<file path="src/cb_pkg.sv">
/*
 * Control board shared definitions
 * Bus widths, register map, bit positions and FSM states
 */
package cb_pkg;

    localparam int ADDR_W  = 8;                 // Register address width
    localparam int DATA_W  = 16;                // Register data width
    localparam int RELAY_W = 4;
    localparam int TTL_W   = 6;
    localparam int LVTTL_W = 8;

    localparam logic [DATA_W-1:0] BOARD_ID = 16'hCB17;
    localparam logic RELAY_OEN_RST = 1'b1;      // Relay buffers off after reset

    // ****************************************************************
    // Register bit map
    // ****************************************************************
    localparam int RELAY_OEN_BIT = 4;           // REG_RELAY output enable, active low
    localparam int TTL_EN_BIT    = 8;           // REG_TTL driver enable
    localparam int STATUS_LV_LSB = 8;           // REG_STATUS lvttl field
    localparam int STATUS_LV_W   = 5;           // Low LVTTL pins seen as plain inputs

    // Encoder pins on the LVTTL connector
    localparam int ENC_A_IDX = 5;
    localparam int ENC_B_IDX = 6;
    localparam int ENC_Z_IDX = 7;

    typedef enum logic [ADDR_W-1:0] {
        REG_ID       = 8'h00,
        REG_RELAY    = 8'h01,
        REG_TTL      = 8'h02,
        REG_STATUS   = 8'h03,
        REG_ENC_CTRL = 8'h04,                   // Bit 0 clears the counters
        REG_ENC_POS  = 8'h05,
        REG_ENC_REV  = 8'h06,
        REG_IRQ      = 8'h07                    // Index flag, write 1 to clear
    } reg_addr_e;

    typedef enum logic [1:0] {
        BR_IDLE,
        BR_ACCESS,
        BR_CAPTURE,
        BR_HOLD
    } bridge_state_e;

endpackage

</file>
<file path="src/cb_ifs.sv">
/*
 * Internal buses of the control board
 * Register bus from the bridge and encoder link to the counter
 */
`timescale 1ns/1ps

interface lbs_if;
    import cb_pkg::*;

    logic [ADDR_W-1:0] addr;
    logic [DATA_W-1:0] wdata;
    logic [DATA_W-1:0] rdata;                   // Combinational, valid with re
    logic              we;                      // One-cycle pulse
    logic              re;                      // One-cycle pulse

    modport master (output addr, wdata, we, re, input rdata);
    modport slave  (input addr, wdata, we, re, output rdata);
endinterface

interface enc_if;
    import cb_pkg::*;

    logic              clear;                   // Zero both counters
    logic [DATA_W-1:0] pos;
    logic [DATA_W-1:0] rev;
    logic              index_evt;               // Z edge seen

    modport ctrl (output clear, input pos, rev, index_evt);
    modport cnt  (input clear, output pos, rev, index_evt);
endinterface

</file>
<file path="src/lbs_bridge.sv">
/*
 * DSP local bus bridge
 * Resamples the asynchronous bus and issues one register cycle per chip select
 */
`timescale 1ns/1ps

module lbs_bridge (
    input  logic                      clk,
    input  logic                      rst_i,
    input  logic                      bus_cs_n_i,
    input  logic                      bus_rw_n_i,
    input  logic [cb_pkg::ADDR_W-1:0] bus_addr_i,
    input  logic [cb_pkg::DATA_W-1:0] bus_wdata_i,
    output logic [cb_pkg::DATA_W-1:0] bus_rdata_o,
    output logic                      bus_wait_o,
    lbs_if.master                     lbs
);
    import cb_pkg::*;

    bridge_state_e     state_q;
    logic [1:0]        cs_n_sync;
    logic [1:0]        rw_n_sync;
    logic [ADDR_W-1:0] addr_s1;
    logic [ADDR_W-1:0] addr_s2;
    logic [DATA_W-1:0] wdata_s1;
    logic [DATA_W-1:0] wdata_s2;
    logic [ADDR_W-1:0] addr_q;
    logic [DATA_W-1:0] wdata_q;
    logic              rd_q;
    logic              we_q;
    logic              re_q;
    logic              start;

    // ****************************************************************
    // Two-flop resampling of the DSP side
    // ****************************************************************
    always_ff @(posedge clk)
    begin
        if (rst_i)
            cs_n_sync <= 2'b11;                 // Bus idle
        else
            cs_n_sync <= {cs_n_sync[0], bus_cs_n_i};
    end

    always_ff @(posedge clk)
    begin
        rw_n_sync <= {rw_n_sync[0], bus_rw_n_i};
        addr_s1   <= bus_addr_i;
        addr_s2   <= addr_s1;
        wdata_s1  <= bus_wdata_i;
        wdata_s2  <= wdata_s1;
    end

    assign start = (state_q == BR_IDLE) && !cs_n_sync[1];

    always_ff @(posedge clk)
    begin
        if (rst_i)
        begin
            state_q    <= BR_IDLE;
            bus_wait_o <= 1'b0;
            we_q       <= 1'b0;
            re_q       <= 1'b0;
        end
        else
        begin
            we_q <= 1'b0;
            re_q <= 1'b0;
            case (state_q)
                BR_IDLE:
                begin
                    if (start)
                    begin
                        state_q    <= BR_ACCESS;
                        bus_wait_o <= 1'b1;     // Hold the DSP off
                    end
                end
                BR_ACCESS:
                begin
                    we_q    <= !rd_q;
                    re_q    <= rd_q;
                    state_q <= BR_CAPTURE;
                end
                BR_CAPTURE:
                begin
                    bus_wait_o <= 1'b0;
                    state_q    <= BR_HOLD;
                end
                BR_HOLD:
                begin
                    if (cs_n_sync[1])           // Window closed by the DSP
                        state_q <= BR_IDLE;
                end
                default: state_q <= BR_IDLE;
            endcase
        end
    end

    // Access is frozen for the whole window
    always_ff @(posedge clk)
    begin
        if (start)
        begin
            addr_q  <= addr_s2;
            wdata_q <= wdata_s2;
            rd_q    <= rw_n_sync[1];
        end
        if (state_q == BR_CAPTURE && re_q)
            bus_rdata_o <= lbs.rdata;           // Kept until the next read
    end

    assign lbs.addr  = addr_q;
    assign lbs.wdata = wdata_q;
    assign lbs.we    = we_q;
    assign lbs.re    = re_q;

    a_one_strobe: assert property (@(posedge clk) disable iff (rst_i)
        !(lbs.we && lbs.re));

endmodule

</file>
<file path="src/sys_regs.sv">
/*
 * System register block
 * Board ID, relay and TTL control, input status, encoder access and index IRQ
 */
`timescale 1ns/1ps

module sys_regs (
    input  logic                           clk,
    input  logic                           rst_i,
    input  logic [cb_pkg::TTL_W-1:0]       ttl_i,
    input  logic [cb_pkg::STATUS_LV_W-1:0] lvttl_lo_i,
    output logic [cb_pkg::RELAY_W-1:0]     relay_con_o,
    output logic                           relay_oen_o,
    output logic [cb_pkg::TTL_W-1:0]       ttl_o,
    output logic                           ttl_en_o,
    output logic                           irq_o,
    lbs_if.slave                           lbs,
    enc_if.ctrl                            enc
);
    import cb_pkg::*;

    reg_addr_e              addr;
    logic [TTL_W-1:0]       ttl_s1;
    logic [TTL_W-1:0]       ttl_s2;
    logic [STATUS_LV_W-1:0] lv_s1;
    logic [STATUS_LV_W-1:0] lv_s2;
    logic [DATA_W-1:0]      rdata;
    logic                   clear_q;
    logic                   irq_flag;

    assign addr = reg_addr_e'(lbs.addr);

    // Input pins are asynchronous to clk
    always_ff @(posedge clk)
    begin
        ttl_s1 <= ttl_i;
        ttl_s2 <= ttl_s1;
        lv_s1  <= lvttl_lo_i;
        lv_s2  <= lv_s1;
    end

    // ****************************************************************
    // Control registers
    // ****************************************************************
    always_ff @(posedge clk)
    begin
        if (rst_i)
        begin
            relay_con_o <= '0;
            relay_oen_o <= RELAY_OEN_RST;
            ttl_o       <= '0;
            ttl_en_o    <= 1'b0;
            clear_q     <= 1'b0;
        end
        else
        begin
            clear_q <= 1'b0;
            if (lbs.we)
            begin
                case (addr)
                    REG_RELAY:
                    begin
                        relay_con_o <= lbs.wdata[RELAY_W-1:0];
                        relay_oen_o <= lbs.wdata[RELAY_OEN_BIT];
                    end
                    REG_TTL:
                    begin
                        ttl_o    <= lbs.wdata[TTL_W-1:0];
                        ttl_en_o <= lbs.wdata[TTL_EN_BIT];
                    end
                    REG_ENC_CTRL: clear_q <= lbs.wdata[0];  // Self-clearing
                    default: ;
                endcase
            end
        end
    end

    // Index flag, a new event beats a clear
    always_ff @(posedge clk)
    begin
        if (rst_i)
            irq_flag <= 1'b0;
        else if (enc.index_evt)
            irq_flag <= 1'b1;
        else if (lbs.we && addr == REG_IRQ && lbs.wdata[0])
            irq_flag <= 1'b0;
    end

    assign irq_o     = irq_flag;
    assign enc.clear = clear_q;

    // Read mux
    always_comb
    begin
        rdata = '0;
        case (addr)
            REG_ID:      rdata = BOARD_ID;
            REG_RELAY:
            begin
                rdata[RELAY_W-1:0]   = relay_con_o;
                rdata[RELAY_OEN_BIT] = relay_oen_o;
            end
            REG_TTL:
            begin
                rdata[TTL_W-1:0]  = ttl_o;
                rdata[TTL_EN_BIT] = ttl_en_o;
            end
            REG_STATUS:
            begin
                rdata[TTL_W-1:0]                           = ttl_s2;
                rdata[STATUS_LV_LSB +: STATUS_LV_W]        = lv_s2;
            end
            REG_ENC_POS: rdata = enc.pos;
            REG_ENC_REV: rdata = enc.rev;
            REG_IRQ:     rdata[0] = irq_flag;
            default:     rdata = '0;        // Unmapped and write-only
        endcase
    end

    assign lbs.rdata = rdata;

    a_irq_from_index: assert property (@(posedge clk) disable iff (rst_i)
        $rose(irq_o) |-> $past(enc.index_evt));

endmodule

</file>
<file path="src/quad_counter.sv">
/*
 * Quadrature encoder counter
 * Counts A/B Gray steps and counts revolutions on the Z index
 */
`timescale 1ns/1ps

module quad_counter (
    input  logic clk,
    input  logic rst_i,
    input  logic a_i,
    input  logic b_i,
    input  logic z_i,
    enc_if.cnt   enc
);
    import cb_pkg::*;

    logic [1:0]        a_sync;
    logic [1:0]        b_sync;
    logic [1:0]        z_sync;
    logic [1:0]        ab_prev;
    logic              z_prev;
    logic [1:0]        ab_cur;
    logic              step;
    logic              up;
    logic              z_rise;
    logic              dir_q;
    logic [DATA_W-1:0] pos_q;
    logic [DATA_W-1:0] rev_q;
    logic              evt_q;

    // ****************************************************************
    // Pin resampling and edge history
    // ****************************************************************
    always_ff @(posedge clk)
    begin
        if (rst_i)
        begin
            a_sync  <= '0;
            b_sync  <= '0;
            z_sync  <= '0;
            ab_prev <= '0;
            z_prev  <= 1'b0;
        end
        else
        begin
            a_sync  <= {a_sync[0], a_i};
            b_sync  <= {b_sync[0], b_i};
            z_sync  <= {z_sync[0], z_i};
            ab_prev <= ab_cur;
            z_prev  <= z_sync[1];
        end
    end

    assign ab_cur = {a_sync[1], b_sync[1]};
    assign step   = ^(ab_cur ^ ab_prev);    // Exactly one line moved
    assign up     = ab_cur[1] ^ ab_prev[0]; // A leads B
    assign z_rise = z_sync[1] && !z_prev;

    always_ff @(posedge clk)
    begin
        if (rst_i)
        begin
            pos_q <= '0;
            rev_q <= '0;
            dir_q <= 1'b1;
            evt_q <= 1'b0;
        end
        else
        begin
            evt_q <= z_rise;
            if (step)
                dir_q <= up;
            if (enc.clear)
            begin
                pos_q <= '0;
                rev_q <= '0;
            end
            else if (z_rise)
            begin
                pos_q <= '0;                    // Index realigns the position
                rev_q <= dir_q ? rev_q + DATA_W'(1) : rev_q - DATA_W'(1);
            end
            else if (step)
                pos_q <= up ? pos_q + DATA_W'(1) : pos_q - DATA_W'(1);
        end
    end

    assign enc.pos       = pos_q;
    assign enc.rev       = rev_q;
    assign enc.index_evt = evt_q;

    a_pos_step: assert property (@(posedge clk) disable iff (rst_i)
        (enc.pos != $past(enc.pos)) |-> (enc.pos == '0
            || enc.pos == $past(enc.pos) + DATA_W'(1)
            || enc.pos == $past(enc.pos) - DATA_W'(1)));

endmodule

</file>
<file path="src/control_board.sv">
/*
 * Control board top level
 * DSP bus bridge, system registers and encoder counter on board pins
 */
`timescale 1ns/1ps

module control_board (
    input  logic                       clk,
    input  logic                       rst_i,
    // DSP local bus
    input  logic                       bus_cs_n_i,
    input  logic                       bus_rw_n_i,     // 1 reads
    input  logic [cb_pkg::ADDR_W-1:0]  bus_addr_i,
    input  logic [cb_pkg::DATA_W-1:0]  bus_wdata_i,
    output logic [cb_pkg::DATA_W-1:0]  bus_rdata_o,
    output logic                       bus_wait_o,
    // Board pins
    output logic [cb_pkg::RELAY_W-1:0] relay_con_o,
    output logic                       relay_oen_o,    // Active low
    input  logic [cb_pkg::TTL_W-1:0]   ttl_i,
    output logic [cb_pkg::TTL_W-1:0]   ttl_o,
    output logic                       ttl_en_o,
    input  logic [cb_pkg::LVTTL_W-1:0] lvttl_i,
    output logic                       irq_o
);
    import cb_pkg::*;

    lbs_if lbs_bus ();
    enc_if enc_bus ();

    lbs_bridge u_lbs_bridge (
        .clk         (clk),
        .rst_i       (rst_i),
        .bus_cs_n_i  (bus_cs_n_i),
        .bus_rw_n_i  (bus_rw_n_i),
        .bus_addr_i  (bus_addr_i),
        .bus_wdata_i (bus_wdata_i),
        .bus_rdata_o (bus_rdata_o),
        .bus_wait_o  (bus_wait_o),
        .lbs         (lbs_bus.master)
    );

    sys_regs u_sys_regs (
        .clk         (clk),
        .rst_i       (rst_i),
        .ttl_i       (ttl_i),
        .lvttl_lo_i  (lvttl_i[STATUS_LV_W-1:0]),    // Plain status inputs
        .relay_con_o (relay_con_o),
        .relay_oen_o (relay_oen_o),
        .ttl_o       (ttl_o),
        .ttl_en_o    (ttl_en_o),
        .irq_o       (irq_o),
        .lbs         (lbs_bus.slave),
        .enc         (enc_bus.ctrl)
    );

    // Encoder sits on the upper LVTTL pins
    quad_counter u_quad_counter (
        .clk   (clk),
        .rst_i (rst_i),
        .a_i   (lvttl_i[ENC_A_IDX]),
        .b_i   (lvttl_i[ENC_B_IDX]),
        .z_i   (lvttl_i[ENC_Z_IDX]),
        .enc   (enc_bus.cnt)
    );

endmodule

</file>
<file path="config.mk">
export PLATFORM = sky130hd
export DESIGN_NAME = control_board
export DESIGN_NICKNAME = d
export VERILOG_FILES = /design/src/cb_pkg.sv /design/src/cb_ifs.sv /design/src/lbs_bridge.sv /design/src/sys_regs.sv /design/src/quad_counter.sv /design/src/control_board.sv
export SDC_FILE = /design/constraint.sdc
export NUM_CORES = 1
export LEC_CHECK = 0
export BUFFER_PORTS_ARGS = -buffer_cell sky130_fd_sc_hd__buf_2
export CORE_MARGIN = 1.5
export CORE_UTILIZATION = 41
export CTS_CLUSTER_DIAMETER = 200
export DETAILED_ROUTE_END_ITERATION = 8
export GPL_ROUTABILITY_DRIVEN = 1
export SLEW_MARGIN = 5
export SYNTH_ARGS = -nofsm -noshare
export SYNTH_HDL_FRONTEND = slang
export SYNTH_SLANG_ARGS = --single-unit
export TNS_END_PERCENT = 10
</file>
<file path="constraint.sdc">
create_clock -name clk -period 7.4 [get_ports clk]
set_input_delay 2.22 -clock clk [delete_from_list [all_inputs] [get_ports clk]]
set_output_delay 2.22 -clock clk [all_outputs]
set_load 0.05 [all_outputs]
</file>
==> results of run 1 <==
worst max-delay path by stage:
stage          start                         end  slack (ns)
2_1_floorplan  rst_i  u_quad_counter.enc.rev[13]        4.14
3_3_place_gp   rst_i  u_quad_counter.enc.rev[13]        3.36
3_5_place_dp   rst_i  u_quad_counter.enc.rev[13]        3.31
4_1_cts        rst_i  u_quad_counter.enc.rev[13]        3.77
5_1_grt        rst_i  u_quad_counter.enc.rev[13]        3.60
6_report       rst_i  u_quad_counter.enc.rev[13]        3.76
per-stage QoR:
stage | utilization (%) | area [µm²] | total power [µW] | hold slack (ns) | worst slack (ns)
final | 48.7 | 7050 | 2020 | 0.323 | 3.76
after detailed placement | 44.6 | 6460 | 1190 | 0.312 | 3.31
after global placement | 44.6 | 6460 | 1180 | 0.310 | 3.36
after floorplan | - | 6040 | 1130 | 0.310 | 4.14
after CTS | 48.7 | 7050 | 2040 | 0.325 | 3.77
after global routing | 48.7 | 7050 | 2120 | 0.322 | 3.60
cells by family (layout without fill, tap and decap cells):
family	Yosys count	count (layout)
xor gates and xnor gates	21	21
buffers and inverters	44	110
DFF	150	150
AOI/OAI and AO/OA	134	134
muxes	2	2
adders and majority gates	21	21
and+or+nand+nor	223	223
routing by layer:
layer  share of wire [%]  GRT usage, %  vias to the layer above
met5                   0             0                        -
met4                 1.7          7.30                        0
met3                 5.7          5.28                       17
met2                  48          29.2                      137
met1                  44          21.1                     2194
li1                    -             -                     2272
worst reg2reg max path: stages (launching register included):
cell	delay (ns)
dfxtp_1	0.37
xor2_2	0.13
buf_4	0.26
inv_2	0.21
ha_1	0.47
a211oi_1	0.28
nor2_1	0.06
o41a_1	0.37
o211ai_1	0.23
nand3_1	0.10
nor3b_1	0.18
sequential cells by signal, summed over array words and instances, names as in the netlist, 4 cells and up:
| signal | cells |
|---|---|
| u_sys_regs.ttl_s2 | 6 |
| u_lbs_bridge.wdata_s2 | 7 |
| u_lbs_bridge.lbs.addr | 8 |
| u_lbs_bridge.addr_s2 | 8 |
| u_sys_regs.relay_con_o | 4 |
| u_quad_counter.enc.pos | 16 |
| u_lbs_bridge.lbs.wdata | 7 |
| u_sys_regs.ttl_o | 6 |
| u_sys_regs.ttl_s1 | 6 |
| u_lbs_bridge.addr_s1 | 8 |
| u_lbs_bridge.wdata_s1 | 7 |
| u_quad_counter.enc.rev | 16 |
| u_sys_regs.lv_s2 | 5 |
| u_sys_regs.lv_s1 | 5 |
| u_lbs_bridge.bus_rdata_o | 16 |
synthesized netlist by cell type (5+ instances only):
master,instances
nand3_1,22
or4_1,5
o21a_1,6
nand4_1,11
nor2_1,36
nand2b_1,5
or3_1,7
o211ai_1,7
a22oi_1,16
and4_1,5
nor3_1,12
a211o_1,5
xor2_1,6
and2_1,6
xnor2_1,14
a21o_1,5
nor4_1,5
and3_1,7
a21oi_1,44
a211oi_1,6
nor2b_1,14
dfxtp_1,118
nand2_1,67
inv_1,13
clkbuf_1,21
edfxtp_1,32
o21ai_0,13
ha_1,20
o21ai_1,5
power by group through the flow:
stage | sequential [µW] | clock, µW | combinational [µW]
final | 935 | 850 | 236
after global routing | 942 | 908 | 268
after CTS | 934 | 871 | 236
after detailed placement | 952 | 0 | 234
after global placement | 950 | 0 | 229
after floorplan | 927 | 0 | 206
area by class of cell:
cell class                 count  area [µm²]
tap                          184         230
fill                        1315        7430
timing repair buffer          64         325
clock buffer                  18         439
multi-input combinational    401        2530
sequential                   150        3320
clock inverter                14         146
inverter                      14        52.6
==> results by group, run 1 <==
Critical path
  – CP top delay family: simple AND/OR/NAND/NOR gates
  – WP buf/inv: 1
  – Reg2reg end: u_quad_counter.enc.pos[14]
  – Crit. End Element: flop
  – CP arrival: 3.99 ns
  – Crit-path cells: buf_2 > or2_1 > nor2_1 > nand2_1 > a311o_1 > o211ai_1
  – R2r setup slk: 4.60 ns
  – CP max-delay cell: or2_1
  – Critical path type: input pin to flop
  – Worst EP required: 7.75 ns
  – RR Startpoint: u_quad_counter.a_sync[1]
  – Reg2reg path depth: 10
  – Critical Path Stages: 6
  – Startpoint Class: input pin
  – Worst path max stage delay: 0.49 ns
  – Max FO, Critical Path: 34

Clock network
  – CTS HTree Levels: 4
  – Clock-pin transition on the worst setup and hold timing paths: 0.06 ns
  – CTS resizes: 0
  – Clk buf depth: 2
  – CTS Root Cell: clkbuf_16
  – Worst-Skew Late Latency: 0.42 ns
  – Hold_buf cts: 0
  – Clock sink count: 150
  – TritonCTS clock tree: yes
  – Num CTS Buffers: 17
  – Post-CTS Setup Repair Bufs: 0

Placement
  – IO buf count: 62
  – Gp weighted congestion: 0.858
  – Final HPWL DP: 9100 µm
  – Placed Cells: 813

Floorplanning
  – Die width: 124 µm
  – Core Rows: 44
  – Die Ht: 124 µm
  – Core area: 0.0145 mm²
  – I/O pins: 72
  – Initial Utilization: 41.7%
  – Die area: 0.0155 mm²

Layout
  – Leading cell type in the layout, fill and taps excluded: dfxtp_1
  – Most frequent cells in the layout: dfxtp_1, nand2_1, buf_2, a21oi_1, nor2_1
  – Fin cells: 845
  – Share of cells above drive strength 1: 15.9%
  – NumNets Final: 711
  – Antenna Cells: 0
  – Synthesis-to-layout area growth: 16.6%

Logic synthesis
  – Distinct cells, synth: 63
  – Primary FF master, synth: dfxtp_1
  – Sequential area share after synthesis: 55.0%
  – Mean cell area of the mapped netlist: 10.2 µm²
  – Largest family of logic cells by synthesized area: simple AND/OR/NAND/NOR gates
  – EDFF count, synth: 32
  – Syn Std Cell Area: 0.00604 mm²
  – Post-synth top area share: 39.1%
  – Synth top area cells: dfxtp_1, edfxtp_1, nand2_1
  – Post-synth top area cell: dfxtp_1
  – Syn nets: 658
  – Yosys warnings: 0
  – Mux contribution to synthesized area: 0.331%
  – Synth Area in Compound Gates: 14.7%
  – Asr flop ratio synth: 0%
  – Post-Synth XOR/XNOR Area: 3.17%
  – Post-Synth Adder-Cell Area: 4.47%
  – Post-synthesis simple-gate area fraction: 19.3%
  – #FFs+latches synth: 150
  – Syn Inst Count: 595

STA
  – Setup TNS: 0 ns
  – Max frequency: 275 MHz
  – Slew Viols, Final: 0
  – Final setup vio count: 0
  – Relative slew slack: 30.6%
  – RSZ-0062 raised after global routing: no
  – Min Tclk post-route: 3.64 ns
  – Tcrit/Tclk final: 49.2%
  – Clk_skew: 0.00839 ns
  – Worst slew pin tran: 1.03 ns
  – Fin. Hold Viols: 0

Power and ir drop
  – Clock share of power: 42.1%
  – Seq pwr share: 46.3%
  – Comb power frac: 11.7%
  – Net Sw Frac: 26.9%
  – NetSw: 544 µW
  – Leakage power: 0.00280 µW
  – Pint: 1480 µW
  – Pwr dens: 287 mW/mm²
  – VDD IR max: 0.000232 V

Global route
  – First-pass GRT wire length: 21400 µm
  – Initial antenna violation count: 0
  – GRT Residual Overflow: 0
  – Vias in the first global route: 4420
  – Largest net degree at the start of global routing: 35
  – GRT Util Overall: 17.5%

Route
  – DRT iter0 DRCs: 317
  – # DRC: 0
  – Vias: 4620
  – Post-detailed-route count of antenna-violating nets: 0
  – DR pass1 iterations: 5
  – Wirelength per Cell: 15.5 µm
  – DR vias/cell: 5.47
  – WL final: 13100 µm

Worst hold path
  – Hold path depth: 0
  – HP Start: u_lbs_bridge.addr_s1[2]
  – Worst Hold Class: flop to flop
  – Hold EP: u_lbs_bridge.addr_s2[2]

Job
  – Maxcap violations: 0

Run status
  – Outcome: finished, final reports clean
Note: power is estimated with default switching activity, not from simulation.
==> run 2, diff against run 1 <==
Clock period 7.4 ns to 3.2 ns, I/O delays scaled along.
==> results by group, run 2 (synthesis gave the netlist of run 1 again) <==
Critical path
  – R2r setup slk: 0.48 ns
  – Crit-path cells: xor2_2 > xnor2_1 > ha_1 > or4_4 > a211o_1 > a211o_1 > a31oi_1 > xnor2_1 > nor2_1
  – RR Startpoint: u_quad_counter.a_sync[1]
  – Reg2reg end: u_quad_counter.enc.pos[12]
  – Worst EP required: 3.49 ns
  – WP buf/inv: 0
  – Worst path max stage delay: 0.46 ns
  – Critical path type: flop to flop
  – CP top delay family: compound AO/OA/AOI/OAI gates
  – Startpoint Class: flop
  – CP arrival: 3.01 ns
  – Reg2reg path depth: 9
  – Max FO, Critical Path: 11
  – CP max-delay cell: xor2_2
  – Crit. End Element: flop

STA
  – Max frequency: 368 MHz
  – Min Tclk post-route: 2.72 ns
  – Clk_skew: 0.00851 ns
  – Slew Viols, Final: 0
  – Fin. Hold Viols: 0
  – Relative slew slack: 43.9%
  – Tcrit/Tclk final: 85.0%
  – Setup TNS: 0 ns
  – Worst slew pin tran: 0.842 ns
  – RSZ-0062 raised after global routing: no
  – Worst Slack Setup Final: 0.481 ns
  – Final setup vio count: 0

Layout
  – Fillers: 1318
  – NumNets Final: 720
  – Final core occ: 48.9%
  – Most frequent cells in the layout: dfxtp_1, nand2_1, buf_2, a21oi_1, nor2_1
  – Share of cells above drive strength 1: 16.9%
  – Synthesis-to-layout area growth: 17.2%
  – Area of the multi-input gates: 0.00253 mm²
  – Antenna Cells: 0
  – Reg area: 0.00332 mm²
  – Leading cell type in the layout, fill and taps excluded: dfxtp_1

Job
  – Maxcap violations: 0

Floorplanning
  – I/O pins: 72
  – Die Ht: 124 µm
  – Core Rows: 44
  – Core area: 0.0145 mm²
  – Initial Utilization: 41.7%
  – Die width: 124 µm
  – Die area: 0.0155 mm²

Clock network
  – Clock-pin transition on the worst setup and hold timing paths: 0.06 ns
  – Num CTS Buffers: 17
  – Hold_buf cts: 0
  – Worst-Skew Late Latency: 0.43 ns
  – CTS HTree Levels: 4
  – TritonCTS clock tree: yes
  – CTS resizes: 0
  – Clock sink count: 150
  – Post-CTS Setup Repair Bufs: 0
  – CTS Root Cell: clkbuf_16
  – Clk buf depth: 2

Worst hold path
  – Hold EP: u_lbs_bridge.rw_n_sync[1]
  – Hold path depth: 0
  – HP Start: u_lbs_bridge.rw_n_sync[0]
  – Worst Hold Class: flop to flop

Route
  – Metal2 WL: 6470 µm
  – Wirelength per Cell: 15.7 µm
  – Vias: 4600
  – DR vias/cell: 5.39
  – WL final: 13400 µm
  – Met3 wire length: 587 µm
  – Top Layer Used: met4
  – Post-detailed-route count of antenna-violating nets: 0
  – DR pass1 iterations: 5
  – Met1 WL: 6200 µm
  – DRT iter0 DRCs: 337
  – # DRC: 0

Global route
  – Largest net degree at the start of global routing: 19
  – GRT Residual Overflow: 0
  – First-pass GRT wire length: 22100 µm
  – GRT Util Overall: 17.9%
  – Vias in the first global route: 4330
  – Initial antenna violation count: 0

Placement
  – Gp weighted congestion: 0.855
  – IO buf count: 62
  – Final HPWL DP: 9320 µm
  – Post-Place Worst Slack: 0.508 ns

Power and ir drop
  – Pwr dens: 648 mW/mm²
  – Leakage power: 0.00282 µW
  – VDD IR max: 0.000523 V

Run status
  – Outcome: finished, final reports clean
run 2: report_power, final:
group	switching (µW)	internal, µW
clock	835	1030
sequential	119	2040
combinational	300	259
run 2: area by class of cell:
class | count | share of cell area, %
sequential | 150 | 46.9
multi-input combinational | 401 | 35.7
clock buffer | 18 | 6.20
timing repair buffer | 73 | 5.55
tap | 184 | 3.25
clock inverter | 14 | 1.62
inverter | 14 | 0.742
run 2: through the flow:
stage | std cells | power, µW | area (µm²) | hold slack, ns
detailed placement | 822 | 2750 | 6530 | 0.312
floorplan | 595 | 2620 | 6040 | 0.310
global route | 854 | 4800 | 7080 | 0.330
global placement | 822 | 2740 | 6530 | 0.310
CTS | 854 | 4630 | 7080 | 0.326
finish | 854 | 4590 | 7080 | 0.325
run 2: worst max path at each step:
stage,from,endpoint,slack [ns],depth (start not counted)
final,u_quad_counter.a_sync[1],u_quad_counter.enc.pos[12],0.48,9
after global routing,u_quad_counter.a_sync[1],u_quad_counter.enc.pos[12],0.31,9
after CTS,u_quad_counter.a_sync[1],u_quad_counter.enc.pos[12],0.48,9
after detailed placement,u_quad_counter.a_sync[1],u_quad_counter.enc.pos[12],0.51,9
after global placement,u_quad_counter.a_sync[1],u_quad_counter.enc.pos[12],0.53,9
after floorplan,u_quad_counter.a_sync[1],u_quad_counter.enc.pos[12],0.50,10
run 2: metal layers:
metal,vias to the layer above,GRT usage [%]
li1,2296,-
met1,2189,22.3
met2,106,29.2
met3,9,5.71
met4,0,6.63
met5,-,0
run 2: worst reg2reg max path, cell delays in order, from the launching register on:
cell	delay, ns
dfxtp_1	0.37
xor2_2	0.46
xnor2_1	0.13
ha_1	0.25
or4_4	0.44
a211o_1	0.25
a211o_1	0.30
a31oi_1	0.21
xnor2_1	0.14
nor2_1	0.05
==> run 3, diff against run 2 <==
Clock period 3.2 ns to 2.35 ns, I/O delays scaled along.
==> results by group, run 3 (synthesis gave the netlist of run 1 again) <==
Floorplanning
  – Initial Utilization: 41.7%
  – Die area: 0.0155 mm²
  – Core Rows: 44
  – Core area: 0.0145 mm²
  – Die width: 124 µm
  – I/O pins: 72
  – Die Ht: 124 µm

STA
  – Tcrit/Tclk final: 99.5%
  – Worst slew pin tran: 0.691 ns
  – Clk_skew: 0.00699 ns
  – RSZ-0062 raised after global routing: yes
  – Relative slew slack: 53.8%
  – Setup TNS: 0 ns
  – Slew Viols, Final: 0
  – Final setup vio count: 0
  – Max frequency: 428 MHz
  – Fin. Hold Viols: 0
  – Min Tclk post-route: 2.34 ns

Placement
  – Gp weighted congestion: 0.816
  – IO buf count: 62
  – Placed Cells: 864
  – Final HPWL DP: 10400 µm

Global route
  – Initial antenna violation count: 0
  – Largest net degree at the start of global routing: 33
  – First-pass GRT wire length: 23600 µm
  – GRT Util Overall: 19.2%
  – Vias in the first global route: 4726
  – GRT Residual Overflow: 0

Layout
  – Most frequent cells in the layout: dfxtp_1, nand2_1, buf_2, buf_4, a21oi_1
  – Share of cells above drive strength 1: 23.5%
  – Antenna Cells: 0
  – Leading cell type in the layout, fill and taps excluded: dfxtp_1
  – NumNets Final: 762
  – Synthesis-to-layout area growth: 24.6%
  – Fin cells: 896

Route
  – DR pass1 iterations: 6
  – Vias: 4823
  – Wirelength per Cell: 16.2 µm
  – DR vias/cell: 5.38
  – DRT iter0 DRCs: 317
  – Post-detailed-route count of antenna-violating nets: 0
  – WL final: 14500 µm
  – # DRC: 0

Worst hold path
  – Hold path depth: 0
  – HP Start: u_sys_regs.ttl_s1[1]
  – Worst Hold Class: flop to flop

Critical path
  – Critical path type: flop to flop
  – Crit-path cells: xor2_4 > xnor2_1 > ha_2 > or4_4 > a211o_1 > a211o_1 > a31oi_2 > xnor2_1 > nor2_1
  – CP max-delay cell: or4_4
  – Worst path max stage delay: 0.43 ns
  – Reg2reg path depth: 9
  – Crit. End Element: flop
  – Max FO, Critical Path: 4
  – Worst EP required: 2.64 ns
  – Startpoint Class: flop
  – Critical Path Stages: 9
  – CP top delay family: compound AO/OA/AOI/OAI gates
  – WP buf/inv: 0
  – CP arrival: 2.62 ns
  – RR Startpoint: u_quad_counter.a_sync[1]
  – Worst Setup SP: u_quad_counter.a_sync[1]

Clock network
  – Clock sink count: 150
  – Clock-pin transition on the worst setup and hold timing paths: 0.07 ns
  – Clk buf depth: 2
  – Worst-Skew Late Latency: 0.42 ns
  – CTS Root Cell: clkbuf_16
  – TritonCTS clock tree: yes
  – Hold_buf cts: 0
  – Num CTS Buffers: 17
  – Post-CTS Setup Repair Bufs: 0
  – CTS HTree Levels: 4

Power and ir drop
  – VDD IR max: 0.000664 V
  – Leakage power: 0.00308 µW
  – Pwr Total: 6710 µW
  – Pwr dens: 891 mW/mm²

Run status
  – Outcome: finished, final reports clean

Job
  – Maxcap violations: 0
## run 3: cell count changes in the layout (fill, tap and decap cells not counted), sizes merged
| cell | change |
|---|---|
| inv | +3 |
| clkinv | -2 |
| bufinv | +3 |
| buf | +42 |
| clkbuf | -1 |
| clkinvlp | -3 |
## run 3: what timing repair did
item / in CTS / in global routing
gates resized for setup: 2 / 6
setup endpoints to repair: 3 / 9
pin swaps: 0 / 4
## run 3: through the flow
stage               worst slack [ns]  hold WS [ns]  utilization (%)  instance area, µm²
floorplan                     -0.107         0.310                -                6100
finish                        0.0110         0.326             52.0                7530
global placement              0.0144         0.310             47.4                6870
CTS                          -0.0137         0.328             51.9                7510
detailed placement           -0.0438         0.312             47.4                6870
global route                 -0.0958         0.333             52.0                7530
## run 3: worst paths after layout
check | to | slack [ns]
max reg2reg | u_quad_counter.enc.pos[12] | 0.01
max | u_quad_counter.enc.pos[12] | 0.01
min | u_sys_regs.ttl_s2[1] | 0.33
min reg2reg | u_sys_regs.ttl_s2[1] | 0.33
## run 3: final cells by class
cell class,instances,area [µm²]
clock buffer,17,425
clock inverter,15,209
fill,1307,6950
inverter,14,55.1
multi-input combinational,401,2570
sequential,150,3330
tap,184,230
timing repair buffer,115,708
## run 3: power breakdown
| group | internal (µW) | total [µW] | switching [µW] |
|---|---|---|---|
| Sequential | 2780 | 2930 | 145 |
| Clock | 1730 | 2900 | 1180 |
| Combinational | 415 | 879 | 464 |
## run 3: layer usage
metal	track usage (%)	routed length, µm	up-vias	share of wire, %
li1	-	-	2374	-
met1	23.6	6580	2273	45
met2	32.0	6970	152	48
met3	5.11	655	24	4.5
met4	7.64	327	0	2.3
met5	0	0	-	0
